**config.mk**
```make
export PLATFORM = sky130hd
export DESIGN_NAME = invaders_top
export DESIGN_NICKNAME = d
export VERILOG_FILES = /design/src/invaders_pkg.sv /design/src/shot_if.sv /design/src/player_ship.sv /design/src/alien_formation.sv /design/src/screen_compositor.sv /design/src/invaders_top.sv
export SDC_FILE = /design/constraint.sdc
export NUM_CORES = 1
export LEC_CHECK = 0
export BUFFER_PORTS_ARGS = -buffer_cell sky130_fd_sc_hd__buf_2
export CAP_MARGIN = 40
export CORE_ASPECT_RATIO = 0.5
export CORE_MARGIN = 4
export CORE_UTILIZATION = 45
export DETAILED_ROUTE_END_ITERATION = 8
export SLEW_MARGIN = 0
export SYNTH_ARGS = -nofsm -noshare
export SYNTH_HDL_FRONTEND = slang
export SYNTH_HIERARCHICAL = 1
export SYNTH_SLANG_ARGS = --single-unit
```
**constraint.sdc**
```tcl
create_clock -name clk -period 11.6 [get_ports clk]
set_clock_uncertainty 0.1 [all_clocks]
set_input_delay 1.74 -clock clk [delete_from_list [all_inputs] [get_ports clk]]
set_output_delay 1.74 -clock clk [all_outputs]
set_load 0.05 [all_outputs]
```
**src/invaders_pkg.sv**
```systemverilog
package invaders_pkg;

	//////////////////////////////
	// scan coordinates and visible area
	localparam int COORD_W = 11;
	localparam logic [COORD_W-1:0] SCREEN_W = 11'd640;
	localparam logic [COORD_W-1:0] SCREEN_H = 11'd480;

	//////////////////////////////
	// pixel colors, blue in the top bits, red at the bottom
	localparam int COLOR_W = 8;
	localparam logic [COLOR_W-1:0] COLOR_SPACE = 8'h00;
	localparam logic [COLOR_W-1:0] COLOR_WHITE = 8'hff;
	localparam logic [COLOR_W-1:0] COLOR_RED = 8'h07;
	localparam logic [COLOR_W-1:0] COLOR_GREEN = 8'h38;
	localparam logic [COLOR_W-1:0] COLOR_BLUE = 8'hc0;
	localparam logic [COLOR_W-1:0] COLOR_SHIP = 8'h78;
	localparam logic [COLOR_W-1:0] COLOR_ALIEN = 8'haa;
	localparam logic [COLOR_W-1:0] COLOR_LASER = 8'h3f;

	// divider rows of the game screen, row 0 is also a scoreboard line
	localparam logic [COORD_W-1:0] SCOREBOARD_BOTTOM = 11'd40;
	localparam logic [COORD_W-1:0] BARRIER_TOP = 11'd340;
	localparam logic [COORD_W-1:0] BARRIER_BOTTOM = 11'd400;
	localparam logic [COORD_W-1:0] EXTRA_LIVES_TOP = 11'd460;

	//////////////////////////////
	// formation layout, home corner is the restart position too
	localparam int ALIEN_COLS = 11;
	localparam int ALIEN_ROWS = 2;
	localparam logic [COORD_W-1:0] ALIEN_X0 = 11'd70;
	localparam logic [COORD_W-1:0] ALIEN_Y0 = 11'd90;
	localparam logic [COORD_W-1:0] ALIEN_PITCH_X = 11'd50;
	localparam logic [COORD_W-1:0] ALIEN_PITCH_Y = 11'd30;
	localparam logic [COORD_W-1:0] ALIEN_W = 11'd24;
	localparam logic [COORD_W-1:0] ALIEN_H = 11'd16;

	// formation motion, range is the largest horizontal offset
	localparam logic [COORD_W-1:0] MARCH_STEP = 11'd10;
	localparam logic [COORD_W-1:0] MARCH_RANGE = 11'd40;
	localparam logic [COORD_W-1:0] DROP_STEP = 11'd10;

	// ship
	localparam logic [COORD_W-1:0] SHIP_Y = 11'd420;
	localparam logic [COORD_W-1:0] SHIP_W = 11'd30;
	localparam logic [COORD_W-1:0] SHIP_H = 11'd12;
	localparam logic [COORD_W-1:0] SHIP_X0 = 11'd305;
	localparam logic [COORD_W-1:0] SHIP_STEP = 11'd5;

	// laser
	localparam logic [COORD_W-1:0] LASER_W = 11'd2;
	localparam logic [COORD_W-1:0] LASER_H = 11'd8;
	localparam logic [COORD_W-1:0] LASER_STEP = 11'd8;

	// screen modes, cycled by the display button
	localparam logic [1:0] MODE_BLANK = 2'd0;
	localparam logic [1:0] MODE_START = 2'd1;
	localparam logic [1:0] MODE_GAME = 2'd2;

endpackage

```
**src/shot_if.sv**
```systemverilog
`timescale 1ns/1ns

interface shot_if;

	// laser top-left corner and flight flag
	logic [invaders_pkg::COORD_W-1:0] laser_x;
	logic [invaders_pkg::COORD_W-1:0] laser_y;
	logic laser_active;
	// laser overlaps a living alien, combinational
	logic alien_hit;

	// ship side owns the laser
	modport shooter (
		output laser_x,
		output laser_y,
		output laser_active,
		input  alien_hit
	);

	// formation side reports the collision
	modport target (
		input  laser_x,
		input  laser_y,
		input  laser_active,
		output alien_hit
	);

endinterface

```
**src/player_ship.sv**
```systemverilog
`timescale 1ns/1ns

module player_ship (
	input  logic clk,
	input  logic rst,
	input  logic frame_tick,
	input  logic game_run,
	input  logic restart,
	input  logic button_left,
	input  logic button_right,
	input  logic button_shoot,
	input  logic [invaders_pkg::COORD_W-1:0] x_coord,
	input  logic [invaders_pkg::COORD_W-1:0] y_coord,
	shot_if.shooter shot,
	output logic ship_px,
	output logic laser_px
);

	logic [invaders_pkg::COORD_W-1:0] ship_x;
	logic [invaders_pkg::COORD_W-1:0] laser_x;
	logic [invaders_pkg::COORD_W-1:0] laser_y;
	logic laser_active;
	logic step;
	logic launch;
	logic laser_top_out;

	// motion only on frame ticks of a running game
	assign step = frame_tick & game_run;
	assign launch = step & ~laser_active & button_shoot;
	// next climb would put the top above the scoreboard line
	assign laser_top_out =
		laser_y < invaders_pkg::SCOREBOARD_BOTTOM + invaders_pkg::LASER_STEP;

	//////////////////////////////
	// ship position and laser flight flag
	always_ff @(posedge clk or posedge rst) begin
		if (rst) begin
			ship_x <= invaders_pkg::SHIP_X0;
			laser_active <= 1'b0;
		end else if (restart) begin
			ship_x <= invaders_pkg::SHIP_X0;
			laser_active <= 1'b0;
		end else if (step) begin
			// left wins over right, clamp at both edges
			if (button_left) begin
				if (ship_x >= invaders_pkg::SHIP_STEP)
					ship_x <= ship_x - invaders_pkg::SHIP_STEP;
				else
					ship_x <= '0;
			end else if (button_right) begin
				if (ship_x + invaders_pkg::SHIP_STEP <=
						invaders_pkg::SCREEN_W - invaders_pkg::SHIP_W)
					ship_x <= ship_x + invaders_pkg::SHIP_STEP;
				else
					ship_x <= invaders_pkg::SCREEN_W - invaders_pkg::SHIP_W;
			end
			// hit and scoreboard both retire the shot
			if (laser_active) begin
				if (shot.alien_hit || laser_top_out)
					laser_active <= 1'b0;
			end else if (button_shoot) begin
				laser_active <= 1'b1;
			end
		end
	end

	// laser position, meaningless while idle
	always_ff @(posedge clk) begin
		if (launch) begin
			// centered on the ship, bottom touching its top
			laser_x <= ship_x + ((invaders_pkg::SHIP_W - invaders_pkg::LASER_W) >> 1);
			laser_y <= invaders_pkg::SHIP_Y - invaders_pkg::LASER_H;
		end else if (step && laser_active) begin
			laser_y <= laser_y - invaders_pkg::LASER_STEP;
		end
	end

	assign shot.laser_x = laser_x;
	assign shot.laser_y = laser_y;
	assign shot.laser_active = laser_active;

	//////////////////////////////
	// pixel flags for the current scan position
	assign ship_px = (x_coord >= ship_x) && (x_coord < ship_x + invaders_pkg::SHIP_W) &&
		(y_coord >= invaders_pkg::SHIP_Y) &&
		(y_coord < invaders_pkg::SHIP_Y + invaders_pkg::SHIP_H);
	assign laser_px = laser_active &&
		(x_coord >= laser_x) && (x_coord < laser_x + invaders_pkg::LASER_W) &&
		(y_coord >= laser_y) && (y_coord < laser_y + invaders_pkg::LASER_H);

endmodule

```
**src/alien_formation.sv**
```systemverilog
`timescale 1ns/1ns

module alien_formation (
	input  logic clk,
	input  logic rst,
	input  logic frame_tick,
	input  logic game_run,
	input  logic restart,
	input  logic [invaders_pkg::COORD_W-1:0] x_coord,
	input  logic [invaders_pkg::COORD_W-1:0] y_coord,
	shot_if.target shot,
	output logic alien_px
);

	// offsets from the home corner
	logic [invaders_pkg::COORD_W-1:0] march_x;
	logic [invaders_pkg::COORD_W-1:0] drop_y;
	logic dir_right;
	// bit index is row * cols + col, row 0 on top
	logic [invaders_pkg::ALIEN_ROWS*invaders_pkg::ALIEN_COLS-1:0] alive;
	logic [invaders_pkg::ALIEN_ROWS*invaders_pkg::ALIEN_COLS-1:0] overlap;
	logic [invaders_pkg::ALIEN_ROWS*invaders_pkg::ALIEN_COLS-1:0] hit_lowest;
	logic [invaders_pkg::ALIEN_ROWS*invaders_pkg::ALIEN_COLS-1:0] px;
	logic step;
	logic at_limit;

	assign step = frame_tick & game_run;
	// limit in the current direction of travel
	assign at_limit = dir_right ? (march_x == invaders_pkg::MARCH_RANGE) : (march_x == '0);

	//////////////////////////////
	// per alien rectangle, laser overlap and pixel
	always_comb begin
		logic [invaders_pkg::COORD_W-1:0] col_x;
		logic [invaders_pkg::COORD_W-1:0] row_y;
		row_y = invaders_pkg::ALIEN_Y0 + drop_y;
		col_x = '0;
		for (int r = 0; r < invaders_pkg::ALIEN_ROWS; r++) begin
			col_x = invaders_pkg::ALIEN_X0 + march_x;
			for (int c = 0; c < invaders_pkg::ALIEN_COLS; c++) begin
				// open-ended rectangle test against the laser
				overlap[r*invaders_pkg::ALIEN_COLS+c] =
					alive[r*invaders_pkg::ALIEN_COLS+c] && shot.laser_active &&
					(shot.laser_x < col_x + invaders_pkg::ALIEN_W) &&
					(shot.laser_x + invaders_pkg::LASER_W > col_x) &&
					(shot.laser_y < row_y + invaders_pkg::ALIEN_H) &&
					(shot.laser_y + invaders_pkg::LASER_H > row_y);
				px[r*invaders_pkg::ALIEN_COLS+c] =
					alive[r*invaders_pkg::ALIEN_COLS+c] &&
					(x_coord >= col_x) && (x_coord < col_x + invaders_pkg::ALIEN_W) &&
					(y_coord >= row_y) && (y_coord < row_y + invaders_pkg::ALIEN_H);
				col_x = col_x + invaders_pkg::ALIEN_PITCH_X;
			end
			row_y = row_y + invaders_pkg::ALIEN_PITCH_Y;
		end
	end

	// keep only the lowest set bit
	assign hit_lowest = overlap & (~overlap + 1'b1);

	assign shot.alien_hit = |overlap;
	assign alien_px = |px;

	//////////////////////////////
	// march, drop and kill
	always_ff @(posedge clk or posedge rst) begin
		if (rst) begin
			march_x <= '0;
			drop_y <= '0;
			dir_right <= 1'b1;
			alive <= '1;
		end else if (restart) begin
			march_x <= '0;
			drop_y <= '0;
			dir_right <= 1'b1;
			alive <= '1;
		end else if (step) begin
			if (at_limit) begin
				// step down instead of sideways, then turn
				drop_y <= drop_y + invaders_pkg::DROP_STEP;
				dir_right <= ~dir_right;
			end else if (dir_right) begin
				march_x <= march_x + invaders_pkg::MARCH_STEP;
			end else begin
				march_x <= march_x - invaders_pkg::MARCH_STEP;
			end
			// same level the ship uses to retire the laser
			alive <= alive & ~hit_lowest;
		end
	end

endmodule

```
**src/screen_compositor.sv**
```systemverilog
`timescale 1ns/1ns

module screen_compositor (
	input  logic clk,
	input  logic rst,
	input  logic button_display,
	input  logic [invaders_pkg::COORD_W-1:0] x_coord,
	input  logic [invaders_pkg::COORD_W-1:0] y_coord,
	input  logic ship_px,
	input  logic laser_px,
	input  logic alien_px,
	output logic game_run,
	output logic restart,
	output logic [invaders_pkg::COLOR_W-1:0] rgb
);

	logic [1:0] mode;
	logic visible;
	logic [invaders_pkg::COLOR_W-1:0] next_rgb;

	//////////////////////////////
	// mode cycle blank, start, game, blank
	always_ff @(posedge clk or posedge rst) begin
		if (rst) begin
			mode <= invaders_pkg::MODE_BLANK;
			restart <= 1'b0;
		end else begin
			// one cycle pulse behind every display press
			restart <= button_display;
			if (button_display) begin
				if (mode == invaders_pkg::MODE_GAME)
					mode <= invaders_pkg::MODE_BLANK;
				else
					mode <= mode + 2'd1;
			end
		end
	end

	assign game_run = (mode == invaders_pkg::MODE_GAME);

	assign visible = (x_coord < invaders_pkg::SCREEN_W) && (y_coord < invaders_pkg::SCREEN_H);

	//////////////////////////////
	// fixed priority, borders over every layer
	always_comb begin
		next_rgb = invaders_pkg::COLOR_SPACE;
		if (visible) begin
			case (mode)
				invaders_pkg::MODE_START: next_rgb = invaders_pkg::COLOR_WHITE;
				invaders_pkg::MODE_GAME: begin
					if (y_coord == '0 || y_coord == invaders_pkg::SCOREBOARD_BOTTOM)
						next_rgb = invaders_pkg::COLOR_RED;
					else if (y_coord == invaders_pkg::BARRIER_TOP ||
							y_coord == invaders_pkg::BARRIER_BOTTOM)
						next_rgb = invaders_pkg::COLOR_BLUE;
					else if (y_coord == invaders_pkg::EXTRA_LIVES_TOP)
						next_rgb = invaders_pkg::COLOR_GREEN;
					else if (ship_px)
						next_rgb = invaders_pkg::COLOR_SHIP;
					else if (laser_px)
						next_rgb = invaders_pkg::COLOR_LASER;
					else if (alien_px)
						next_rgb = invaders_pkg::COLOR_ALIEN;
				end
				// blank and the unused code stay black
				default: next_rgb = invaders_pkg::COLOR_SPACE;
			endcase
		end
	end

	// one cycle behind the scan coordinates
	always_ff @(posedge clk or posedge rst) begin
		if (rst)
			rgb <= '0;
		else
			rgb <= next_rgb;
	end

endmodule

```
**src/invaders_top.sv**
```systemverilog
`timescale 1ns/1ns

module invaders_top (
	input  logic clk,
	input  logic rst,
	input  logic frame_tick,
	input  logic button_left,
	input  logic button_right,
	input  logic button_shoot,
	input  logic button_display,
	input  logic [invaders_pkg::COORD_W-1:0] x_coord,
	input  logic [invaders_pkg::COORD_W-1:0] y_coord,
	output logic [invaders_pkg::COLOR_W-1:0] rgb
);

	// mode control from the compositor to both layers
	logic game_run;
	logic restart;
	// layer flags for the current pixel
	logic ship_px;
	logic laser_px;
	logic alien_px;

	// laser state one way, hit report the other
	shot_if shot ();

	player_ship i_ship (
		.clk          (clk),
		.rst          (rst),
		.frame_tick   (frame_tick),
		.game_run     (game_run),
		.restart      (restart),
		.button_left  (button_left),
		.button_right (button_right),
		.button_shoot (button_shoot),
		.x_coord      (x_coord),
		.y_coord      (y_coord),
		.shot         (shot.shooter),
		.ship_px      (ship_px),
		.laser_px     (laser_px)
	);

	alien_formation i_formation (
		.clk        (clk),
		.rst        (rst),
		.frame_tick (frame_tick),
		.game_run   (game_run),
		.restart    (restart),
		.x_coord    (x_coord),
		.y_coord    (y_coord),
		.shot       (shot.target),
		.alien_px   (alien_px)
	);

	screen_compositor i_compositor (
		.clk            (clk),
		.rst            (rst),
		.button_display (button_display),
		.x_coord        (x_coord),
		.y_coord        (y_coord),
		.ship_px        (ship_px),
		.laser_px       (laser_px),
		.alien_px       (alien_px),
		.game_run       (game_run),
		.restart        (restart),
		.rgb            (rgb)
	);

endmodule

```
* Word level (Yosys, flattened, before mapping)
Index checks and enable logic that the tools add are counted.
Widths: inputs -> output; s select.
** Word-level totals
- Output and inout port bits :: 8
- Memory bits (writable) :: 0
- Logic and storage cells :: 384
- Register bits :: 90
- Input bits :: 29
- Memories :: 0
- Memory bits (read-only) :: 0
- Bits in latches :: 0
** Operators by class
- Mux-type cells :: 33
- Bitwise gates (word level) :: 9
- $add $sub $neg :: 38
- Div/mod/pow operators :: 0
- Multiply operators :: 0
- Magnitude comparators :: 65
- Reductions and logical operators :: 220
- Shifts and indexed selects :: 0
- Equality and inequality tests :: 8
** Operators by type and width (count)
- $lt 11x11->1 :: 29
- $logic_and 1x1->1 :: 207
- $ge 11x11->1 :: 16
- $add 11x5->11 const B :: 15
- $gt 11x11->1 :: 13
- $mux 11 :: 13
- $add 11x6->11 const B :: 10
- $mux 8 :: 7
- $add 11x4->11 const B :: 4
- $and 22x22->22 :: 2
- $mux 22 :: 2
- $not 22->22 :: 2
- $reduce_or 22->1 :: 2
- $eq 11x9->1 const B :: 3
- $add 22x1->22 const B :: 1
- $add 7x11->11 const A :: 2
- $eq 11x6->1 const B :: 2
- $logic_not 11->1 :: 2
- $lt 11x9->1 const B :: 2
- $sub 11x4->11 const B :: 2
- $pmux 8 s2 :: 1
- $add 11x2->11 const B :: 1
- $add 11x3->11 const B :: 1
- $ge 11x3->1 const B :: 1
- 17 further kinds :: 33

* Logic depth before layout (Yosys ltp)
Gate-level depths: netlist (run 1).
- Depth after elaboration :: 25
- Depth in mapped cells :: 42
- Mapped depth without buffers :: 37

* Modules after synthesis
The synthesis (run 1) kept the hierarchy.
** Modules (own cells, without submodules)
- alien_formation :: instances 1, seq. area each 1104.8 µm², cells an instance 2131, area each 17132.7 µm²
- player_ship :: instances 1, seq. area each 795.8 µm², cells an instance 449, area each 3728.6 µm²
- screen_compositor :: instances 1, seq. area each 225.2 µm², cells an instance 55, area each 579.3 µm²

* Worst setup path after synthesis (run 1)
No wires, ideal clock.
- Path type :: register -> register
- From :: register i_formation/march_x[1] (netlist bit)
- To :: register i_compositor/rgb[5] (netlist bit)
- Clock period less this slack :: 8727 ps
- Slack :: 2873 ps
- Cell stages (with the launch flop) :: 38
- Data required time :: 11405 ps
- Library setup time :: 95 ps
- Arrival time :: 8532 ps
- Cell sequence :: dfrtp_1 > buf_2 > buf_2 > buf_1 > inv_1 > ha_1 > buf_4 > and4bb_2 > a211oi_1 > o21ai_0 > nand2_1 > ha_1 > nand2_1 > nand2_1 > nor3_1 > nor4_1 > nor3_1 > nor3_1 > [2 not listed] > clkbuf_1 > nor2_1 > o32ai_2 > mux2i_2 > xnor2_2 > nor3_4 > xnor2_1 > xnor2_1 > inv_1 > or3_1 > xnor2_1 > ha_1 > a21o_1 > a2111oi_0 > o21ba_2 > o211ai_1 > nor3_1 > o31ai_1
** On the way
- Cells in the longest elaborated chain, start to end :: 25
- Elaborated cells between the ends (all ways) :: 141
- Classes of those cells :: add/sub: 22; order compare: 22; mux: 8; reduce/logical: 89
** Ends and longest elaborated chain
- from (decl) :: RTL line alien_formation.sv:16 : logic [invaders_pkg::COORD_W-1:0] march_x;
- from (signal assigned) :: RTL line alien_formation.sv:83 : march_x <= march_x + invaders_pkg::MARCH_STEP;
- from (signal assigned) :: RTL line alien_formation.sv:85 : march_x <= march_x - invaders_pkg::MARCH_STEP;
- $add 7x11->11 (*) :: RTL line alien_formation.sv:39 : col_x = invaders_pkg::ALIEN_X0 + march_x;
- $add 11x6->11 (10 in a row) :: RTL line alien_formation.sv:52 : col_x = col_x + invaders_pkg::ALIEN_PITCH_X;
- $add 11x5->11 or $ge 11x11->1 (tied branches) :: RTL line alien_formation.sv:50 : (x_coord >= col_x) && (x_coord < col_x + invaders_pkg::ALIEN_W) &&
- $lt 11x11->1 or $logic_and 1x1->1 (tied branches) :: RTL line alien_formation.sv:50, alien_formation.sv:49
- $logic_and 1x1->1 (2 in a row) :: RTL line alien_formation.sv:50
- $logic_and 1x1->1 :: RTL line alien_formation.sv:51 : (y_coord >= row_y) && (y_coord < row_y + invaders_pkg::ALIEN_H);
- $reduce_or 22->1 (*) :: RTL line alien_formation.sv:62 : assign alien_px = |px;
- net alien_px :: RTL line invaders_top.sv:22 : logic alien_px;
- $mux 8 (*) :: RTL line screen_compositor.sv:62 : else if (alien_px)
- $mux 8 (*) :: RTL line screen_compositor.sv:60 : else if (laser_px)
- $mux 8 (*) :: RTL line screen_compositor.sv:58 : else if (ship_px)
- $mux 8 (*) :: RTL line screen_compositor.sv:56 : else if (y_coord == invaders_pkg::EXTRA_LIVES_TOP)
- $mux 8 (*) :: RTL line screen_compositor.sv:53 : else if (y_coord == invaders_pkg::BARRIER_TOP ||
- $mux 8 (*) :: RTL line screen_compositor.sv:51 : if (y_coord == '0 || y_coord == invaders_pkg::SCOREBOARD_BOTTOM)
- $pmux 8 s2 (*) :: RTL line screen_compositor.sv:48 : case (mode)
- $mux 8 (*) :: RTL line screen_compositor.sv:47 : if (visible) begin
- to (signal assigned) :: RTL line screen_compositor.sv:76 : rgb <= next_rgb;
- to (decl) :: RTL line screen_compositor.sv:14 : output logic [invaders_pkg::COLOR_W-1:0] rgb
The timed path passes the listed nets; every way through them passes the cells marked *.
A chain may end at the register's enable or synchronous reset.

* Final worst setup path (run 1)
- From :: register i_formation/march_x[2] (netlist bit)
- To :: register i_compositor/rgb[5] (netlist bit)
The elaborated chain is that of the path after synthesis.

==> results_dict.tcl, run 1 <==
set metrics [dict create \
    period_minus_slack_ns 10.33 \
    cts.hold.buffers_added 0 \
    routabilityCongestion 0.930 \
    vias_per_cell 6.01 \
    fp-row-count 56 \
    grt_usage 0.281 \
    r2r.worst_path.cells 33 \
    grt_pass1_vias 18800 \
    async_reset_ff_frac 0.771 \
    layout.nets 3205 \
    synth_cells 2635 \
    critPathMaxFanout 24 \
    final.fill_count 4651 \
    die_w_um 317 \
    cts_buffers 9 \
    cp.required_ns 11.75 \
    timing.rr.start "i_formation/march_x[2]" \
    critPathMaxStageDelay_ns 0.79 \
    worstMarginPinSlew_ns 0.942 \
    area_growth_pct 6.16 \
    yosysSeqAreaShare 0.0991 \
    post_cts_buffers 0 \
    cts_resized 0 \
    synth_top_family_by_area "adder cells" \
    ant_nets 0 \
    avgRoutedWirePerCell_um 21.9 \
    finalHoldViolCount 0 \
    placement.io_buffers 36 \
    drv_slew 0 \
    synth_compound_area_frac 0.216 \
    yosys_warnings 6 \
    num_vias 19900 \
    grt_overflow 0 \
    clk_path_buf_depth 2 \
    cts.clk_slew.worst_paths_ns 0.07 \
    arrival_ns 10.48 \
    dpl_worst_slack_ns 1.56 \
    drc 0 \
    setup_viol_count_final 0 \
    clk_latency_ns 0.36 \
    drt-pass1-iter-count 5 \
    synth_edf_count 11 \
    grt_max_degree 38 \
    reg2reg_slack_ns 1.27 \
    slowest_stage "ha_1" \
    drive_gt1_frac 0.0869 \
    io_pins 37 \
    fin_ws_ns 1.27 \
    rsz0062_at_grt "false" \
    max_freq_mhz 96.8 \
    start_util 0.457 \
    fp.coreArea_mm2 0.0469 \
    slew_headroom 0.372 \
    root_buffer "clkbuf_16" \
    r2r_end "i_compositor/rgb[5]" \
    synth_xor_area_frac 0.117 \
    ys_seq_elements 83 \
    cp_top_family "compound AO/OA/AOI/OAI gates" \
    clock-sinks 83 \
    antenna_found_initial 0 \
    synth-simple-area-share 0.214 \
    grt_pass1_wl_mm 113 \
    status "completed" \
    synth_mux_area_frac 0.00391 \
    cap_violations 0 \
    synth.avg_cell_area_um2 8.14 \
    drtIter0Drc 1861 \
    critPathKind "flip-flop to flip-flop" \
    hold_path.startpoint "i_formation/alive[8]" \
    hold_class "flip-flop to flip-flop" \
    period_share 0.891 \
    cts_tree "built" \
    cts_max_level 3 \
    crit_buf_inv 3 \
    ys.flop_type "dfrtp_1" \
    netlist_area_mm2 0.0214 \
    synth.distinct_cells 125 \
    critPathCaptureType "flip-flop" \
    min_path_cells 2 \
    die_area_mm2 0.0514 \
    start_kind "flip-flop" \
    synth_fa_ha_area_frac 0.309 \
    die_h_um 162 \
    dp_hpwl_mm 56.3 \
    holdPathEnd "i_formation/alive[8]" \
    setup_tns_ns 0 \
    wl_mm 72.4 \
]
==> cell type report <==
class	instances	area [um2]	area share
inverter	137	514	0.0226
multi-input combinational	2350	18500	0.812
antenna	2	5.00	0.000220
clock inverter	3	41.3	0.00181
sequential	83	2130	0.0934
tap	638	798	0.0351
timing repair buffer	83	549	0.0241
clock buffer	13	240	0.0106
==> worst min-delay path, cell delays in order, from the launching register on <==
cell	delay, ns
dfstp_2	0.38
o41ai_1	0.06
nand2b_1	0.05
==> how the worst max path moves through the flow <==
stage	startpoint	end	slack, ns	depth (start not counted)
final	i_formation/march_x[2]	i_compositor/rgb[5]	1.27	33
after global routing	i_formation/march_x[2]	i_compositor/rgb[5]	0.33	33
after CTS	i_formation/march_x[2]	i_compositor/rgb[5]	1.52	33
after detailed placement	i_formation/march_x[2]	i_compositor/rgb[5]	1.56	33
after global placement	i_formation/march_x[2]	i_compositor/rgb[5]	1.74	32
after floorplan	i_formation/march_x[1]	i_compositor/rgb[5]	2.87	37
==> layout by cell type (no fill, tap or decap), types with 14 or more instances in the layout <==
master / count
a21o_1: 104
a31oi_1: 19
a211oi_1: 23
maj3_1: 22
and3_1: 27
dfrtp_1: 37
xor2_1: 48
o211ai_1: 19
nand2_1: 145
nor3_1: 61
nand4_1: 35
buf_4: 42
ha_1: 511
nand2b_1: 98
inv_1: 121
nor2b_1: 95
dfstp_2: 27
o21ai_0: 159
o21a_1: 28
a21oi_1: 208
nor2_1: 163
nand3_1: 79
xnor2_1: 179
or3_1: 28
and2_1: 14
buf_2: 36
nor4_1: 25
==> kinds of logic after synthesis <==
logic type	Yosys count
XOR/XNOR	254
buffers and inverters	203
other	2
AO/OA/AOI/OAI	703
flip-flops	83
multiplexers	8
AND/OR/NAND/NOR	848
adder cells (fa/ha/maj)	534
==> registers in the layout, summed over array words and instances, names as in the netlist <==
name,flops
i_ship/shot.laser_active,1
i_formation/alive,22
i_compositor/restart,1
i_compositor/rgb,6
i_ship/shot.laser_x,11
i_formation/drop_y,10
i_ship/ship_x,11
i_compositor/mode,2
i_formation/march_x,10
i_ship/shot.laser_y,8
i_formation/dir_right,1
==> cells in the mapped netlist (all sizes together) (8+ instances only) <==
cell type	instances	area share
ha	511	0.30
a21oi	211	0.050
xnor2	194	0.087
o21ai	167	0.040
nor2	165	0.029
nand2	148	0.026
inv	134	0.023
a21o	104	0.036
nand2b	99	0.029
nor2b	95	0.028
nand3	79	0.018
nor3	67	0.018
xor2	57	0.027
buf	39	0.011
dfrtp	37	0.043
nand4	36	0.011
or3	29	0.0087
a211oi	28	0.011
nor4	28	0.0095
o21a	28	0.0098
and3	27	0.0079
clkbuf	27	0.0048
dfstp	27	0.033
maj3	22	0.010
o211ai	20	0.0072
a31oi	19	0.0055
a221oi	15	0.0067
and2	15	0.0044
a2111oi	13	0.0065
edfxtp	11	0.015
or2	11	0.0032
nand3b	9	0.0033
a22oi	8	0.0033
and4	8	0.0033
dfxtp	8	0.0075
mux2i	8	0.0039
==> per-layer routing <==
layer | track usage | wire (um) | share of wire
met1 | 0.411 | 34800 | 0.48
met2 | 0.450 | 31600 | 0.44
met3 | 0.0257 | 4480 | 0.062
met4 | 0.0605 | 1570 | 0.022
met5 | 0 | 0 | 0
==> metrics by stage <==
stage          area (um2)  cells  hold slack [ns]  utilization
6_report            22800   3309            0.402        0.485
5_1_grt             22800   3307            0.408        0.485
4_1_cts             22800   3307            0.395        0.485
3_5_place_dp        22500   3291            0.386        0.479
3_3_place_gp        22400   3283            0.382        0.477
2_1_floorplan       21400   2636            0.353            -
Power of run 1 is left out: the tool's default activity adds up to more than one toggle a clock period on the data nets, which glitch-free logic cannot reach.
==> run 2: changes to the inputs <==
--- a/config.mk
+++ b/config.mk
@@ -11,6 +11,7 @@
 export CORE_MARGIN = 4
 export CORE_UTILIZATION = 45
 export DETAILED_ROUTE_END_ITERATION = 8
+export MAX_ROUTING_LAYER = met4
 export SLEW_MARGIN = 0
 export SYNTH_ARGS = -nofsm -noshare
 export SYNTH_HDL_FRONTEND = slang
==> run 2 against run 1 <==
Net effect:
- via count rose by 0.22%
- non-clock buffer count rose by 1
- sequential share of layout area barely moved
- largest cell class unchanged
- setup slack improved by 0.084 ns
- hold slack got worse by 0.022 ns
- first-iteration DRC count fell by 5.3%
- critical path depth did not move
- flip-flop and latch count did not move
- fmax rose by 0.82%
- die area did not move
- design area fell by 0.12%
==> results_dict.tcl, run 2 (synthesized netlist as in run 1, its figures left out) <==
set metrics [dict create \
    setup_tns_ns 0 \
    post_cts_buffers 0 \
    clk_latency_ns 0.36 \
    die_area_mm2 0.0514 \
    endpoint "i_compositor/rgb[5]" \
    cts_resized 0 \
    cp_top_family "compound AO/OA/AOI/OAI gates" \
    timing.rr.start "i_formation/march_x[2]" \
    drive_gt1_frac 0.0869 \
    largest_register_ffs 22 \
    grt_max_degree 38 \
    crit_start "i_formation/march_x[2]" \
    status "completed" \
    cts_tree "built" \
    cts_max_level 3 \
    critPathKind "flip-flop to flip-flop" \
    dp_hpwl_mm 56.5 \
    vias_per_cell 6.02 \
    grt_pass1_vias 18900 \
    slowest_stage "ha_1" \
    die_w_um 317 \
    n_antenna_cell 0 \
    cap_violations 0 \
    final_common_cell "ha_1" \
    critPathMaxFanout 24 \
    wl_mm 72.8 \
    placement.io_buffers 36 \
    worstMarginPinSlew_ns 0.890 \
    cts.hold.buffers_added 0 \
    r2r.worst_path.cells 33 \
    cts_buffers 9 \
    arrival_ns 10.40 \
    routabilityCongestion 0.971 \
    clock-sinks 83 \
    critPathCaptureType "flip-flop" \
    max_freq_mhz 97.6 \
    regMostFlops "i_formation/alive" \
    layout_common_cells "ha_1 (511), a21oi_1 (208), xnor2_1 (179), nor2_1 (163), o21ai_0 (159)" \
    setup_viol_count_final 0 \
    finalHoldViolCount 0 \
    critPathMaxStageDelay_ns 0.78 \
    wl_met1_mm 34.8 \
    rsz0062_at_grt "false" \
    wl_met2_mm 31.5 \
    hold_class "flip-flop to flip-flop" \
    period_minus_slack_ns 10.25 \
    grt_overflow 0 \
    drtIter0Drc 1762 \
    antenna_found_initial 0 \
    crit_cells 33 \
    ant_nets 0 \
    start_util 0.457 \
    start_kind "flip-flop" \
    fin_cells 3308 \
    reg2reg_slack_ns 1.35 \
    clk_path_buf_depth 2 \
    top_layer "met4" \
    cp.required_ns 11.76 \
    place_inst 3292 \
    top_regs "i_formation/alive: 22 flops, i_ship/ship_x: 11 flops, i_ship/shot.laser_x: 11 flops" \
    die_h_um 162 \
    period_share 0.883 \
    wl_met3_mm 4.42 \
    cts.clk_slew.worst_paths_ns 0.07 \
    avgRoutedWirePerCell_um 22.0 \
    drv_slew 0 \
    drc 0 \
    r2r_end "i_compositor/rgb[5]" \
    num_vias 19900 \
    root_buffer "clkbuf_16" \
    io_pins 37 \
    fp.coreArea_mm2 0.0469 \
    drt-pass1-iter-count 6 \
    grt_pass1_wl_mm 112 \
    grt_usage 0.287 \
    crit_buf_inv 3 \
    fp-row-count 56 \
    area_growth_pct 6.03 \
    slew_headroom 0.407 \
    layout.nets 3206 \
]
run 2: worst reg2reg max path, delay by kind of cell (launching register included):
| kind | cells | cell delay [ns] |
|---|---|---|
| AO/OA/AOI/OAI | 13 | 3.64 |
| flip-flops | 1 | 0.64 |
| XOR/XNOR | 3 | 1.13 |
| buffers and inverters | 3 | 0.53 |
| adder cells (fa/ha/maj) | 3 | 1.28 |
| AND/OR/NAND/NOR | 11 | 2.81 |
run 2: how the worst min path moves through the flow:
stage	startpoint	endpoint	slack [ns]	cells past startpoint
after floorplan	i_compositor/restart	i_ship/shot.laser_active	0.35	1
after global placement	i_formation/alive[8]	i_formation/alive[8]	0.37	2
after detailed placement	i_formation/alive[8]	i_formation/alive[8]	0.37	2
after CTS	i_formation/alive[8]	i_formation/alive[8]	0.38	2
after global routing	i_formation/alive[8]	i_formation/alive[8]	0.41	2
final	i_formation/alive[8]	i_formation/alive[8]	0.38	2
run 2: area by class of cell:
type	instances	area, um2
clock buffer	12	236
clock inverter	4	27.5
fill	4680	24200
inverter	137	514
multi-input combinational	2350	18500
sequential	83	2130
tap	638	798
timing repair buffer	84	546
run 2: per-layer routing:
metal | vias to the layer above | global-route usage
met5 | - | -
met3 | 92 | 0.0339
met2 | 590 | 0.444
met4 | 0 | 0.0752
li1 | 9717 | -
met1 | 9530 | 0.400
run 2: metrics by stage:
stage	setup WS (ns)	area [um2]	hold WS (ns)	util
3_3_place_gp	1.63	22400	0.372	0.477
3_5_place_dp	1.55	22500	0.375	0.479
4_1_cts	1.52	22700	0.384	0.484
2_1_floorplan	2.87	21400	0.353	-
5_1_grt	0.355	22700	0.413	0.484
6_report	1.35	22700	0.380	0.484
Power of run 2 is left out for the same reason.
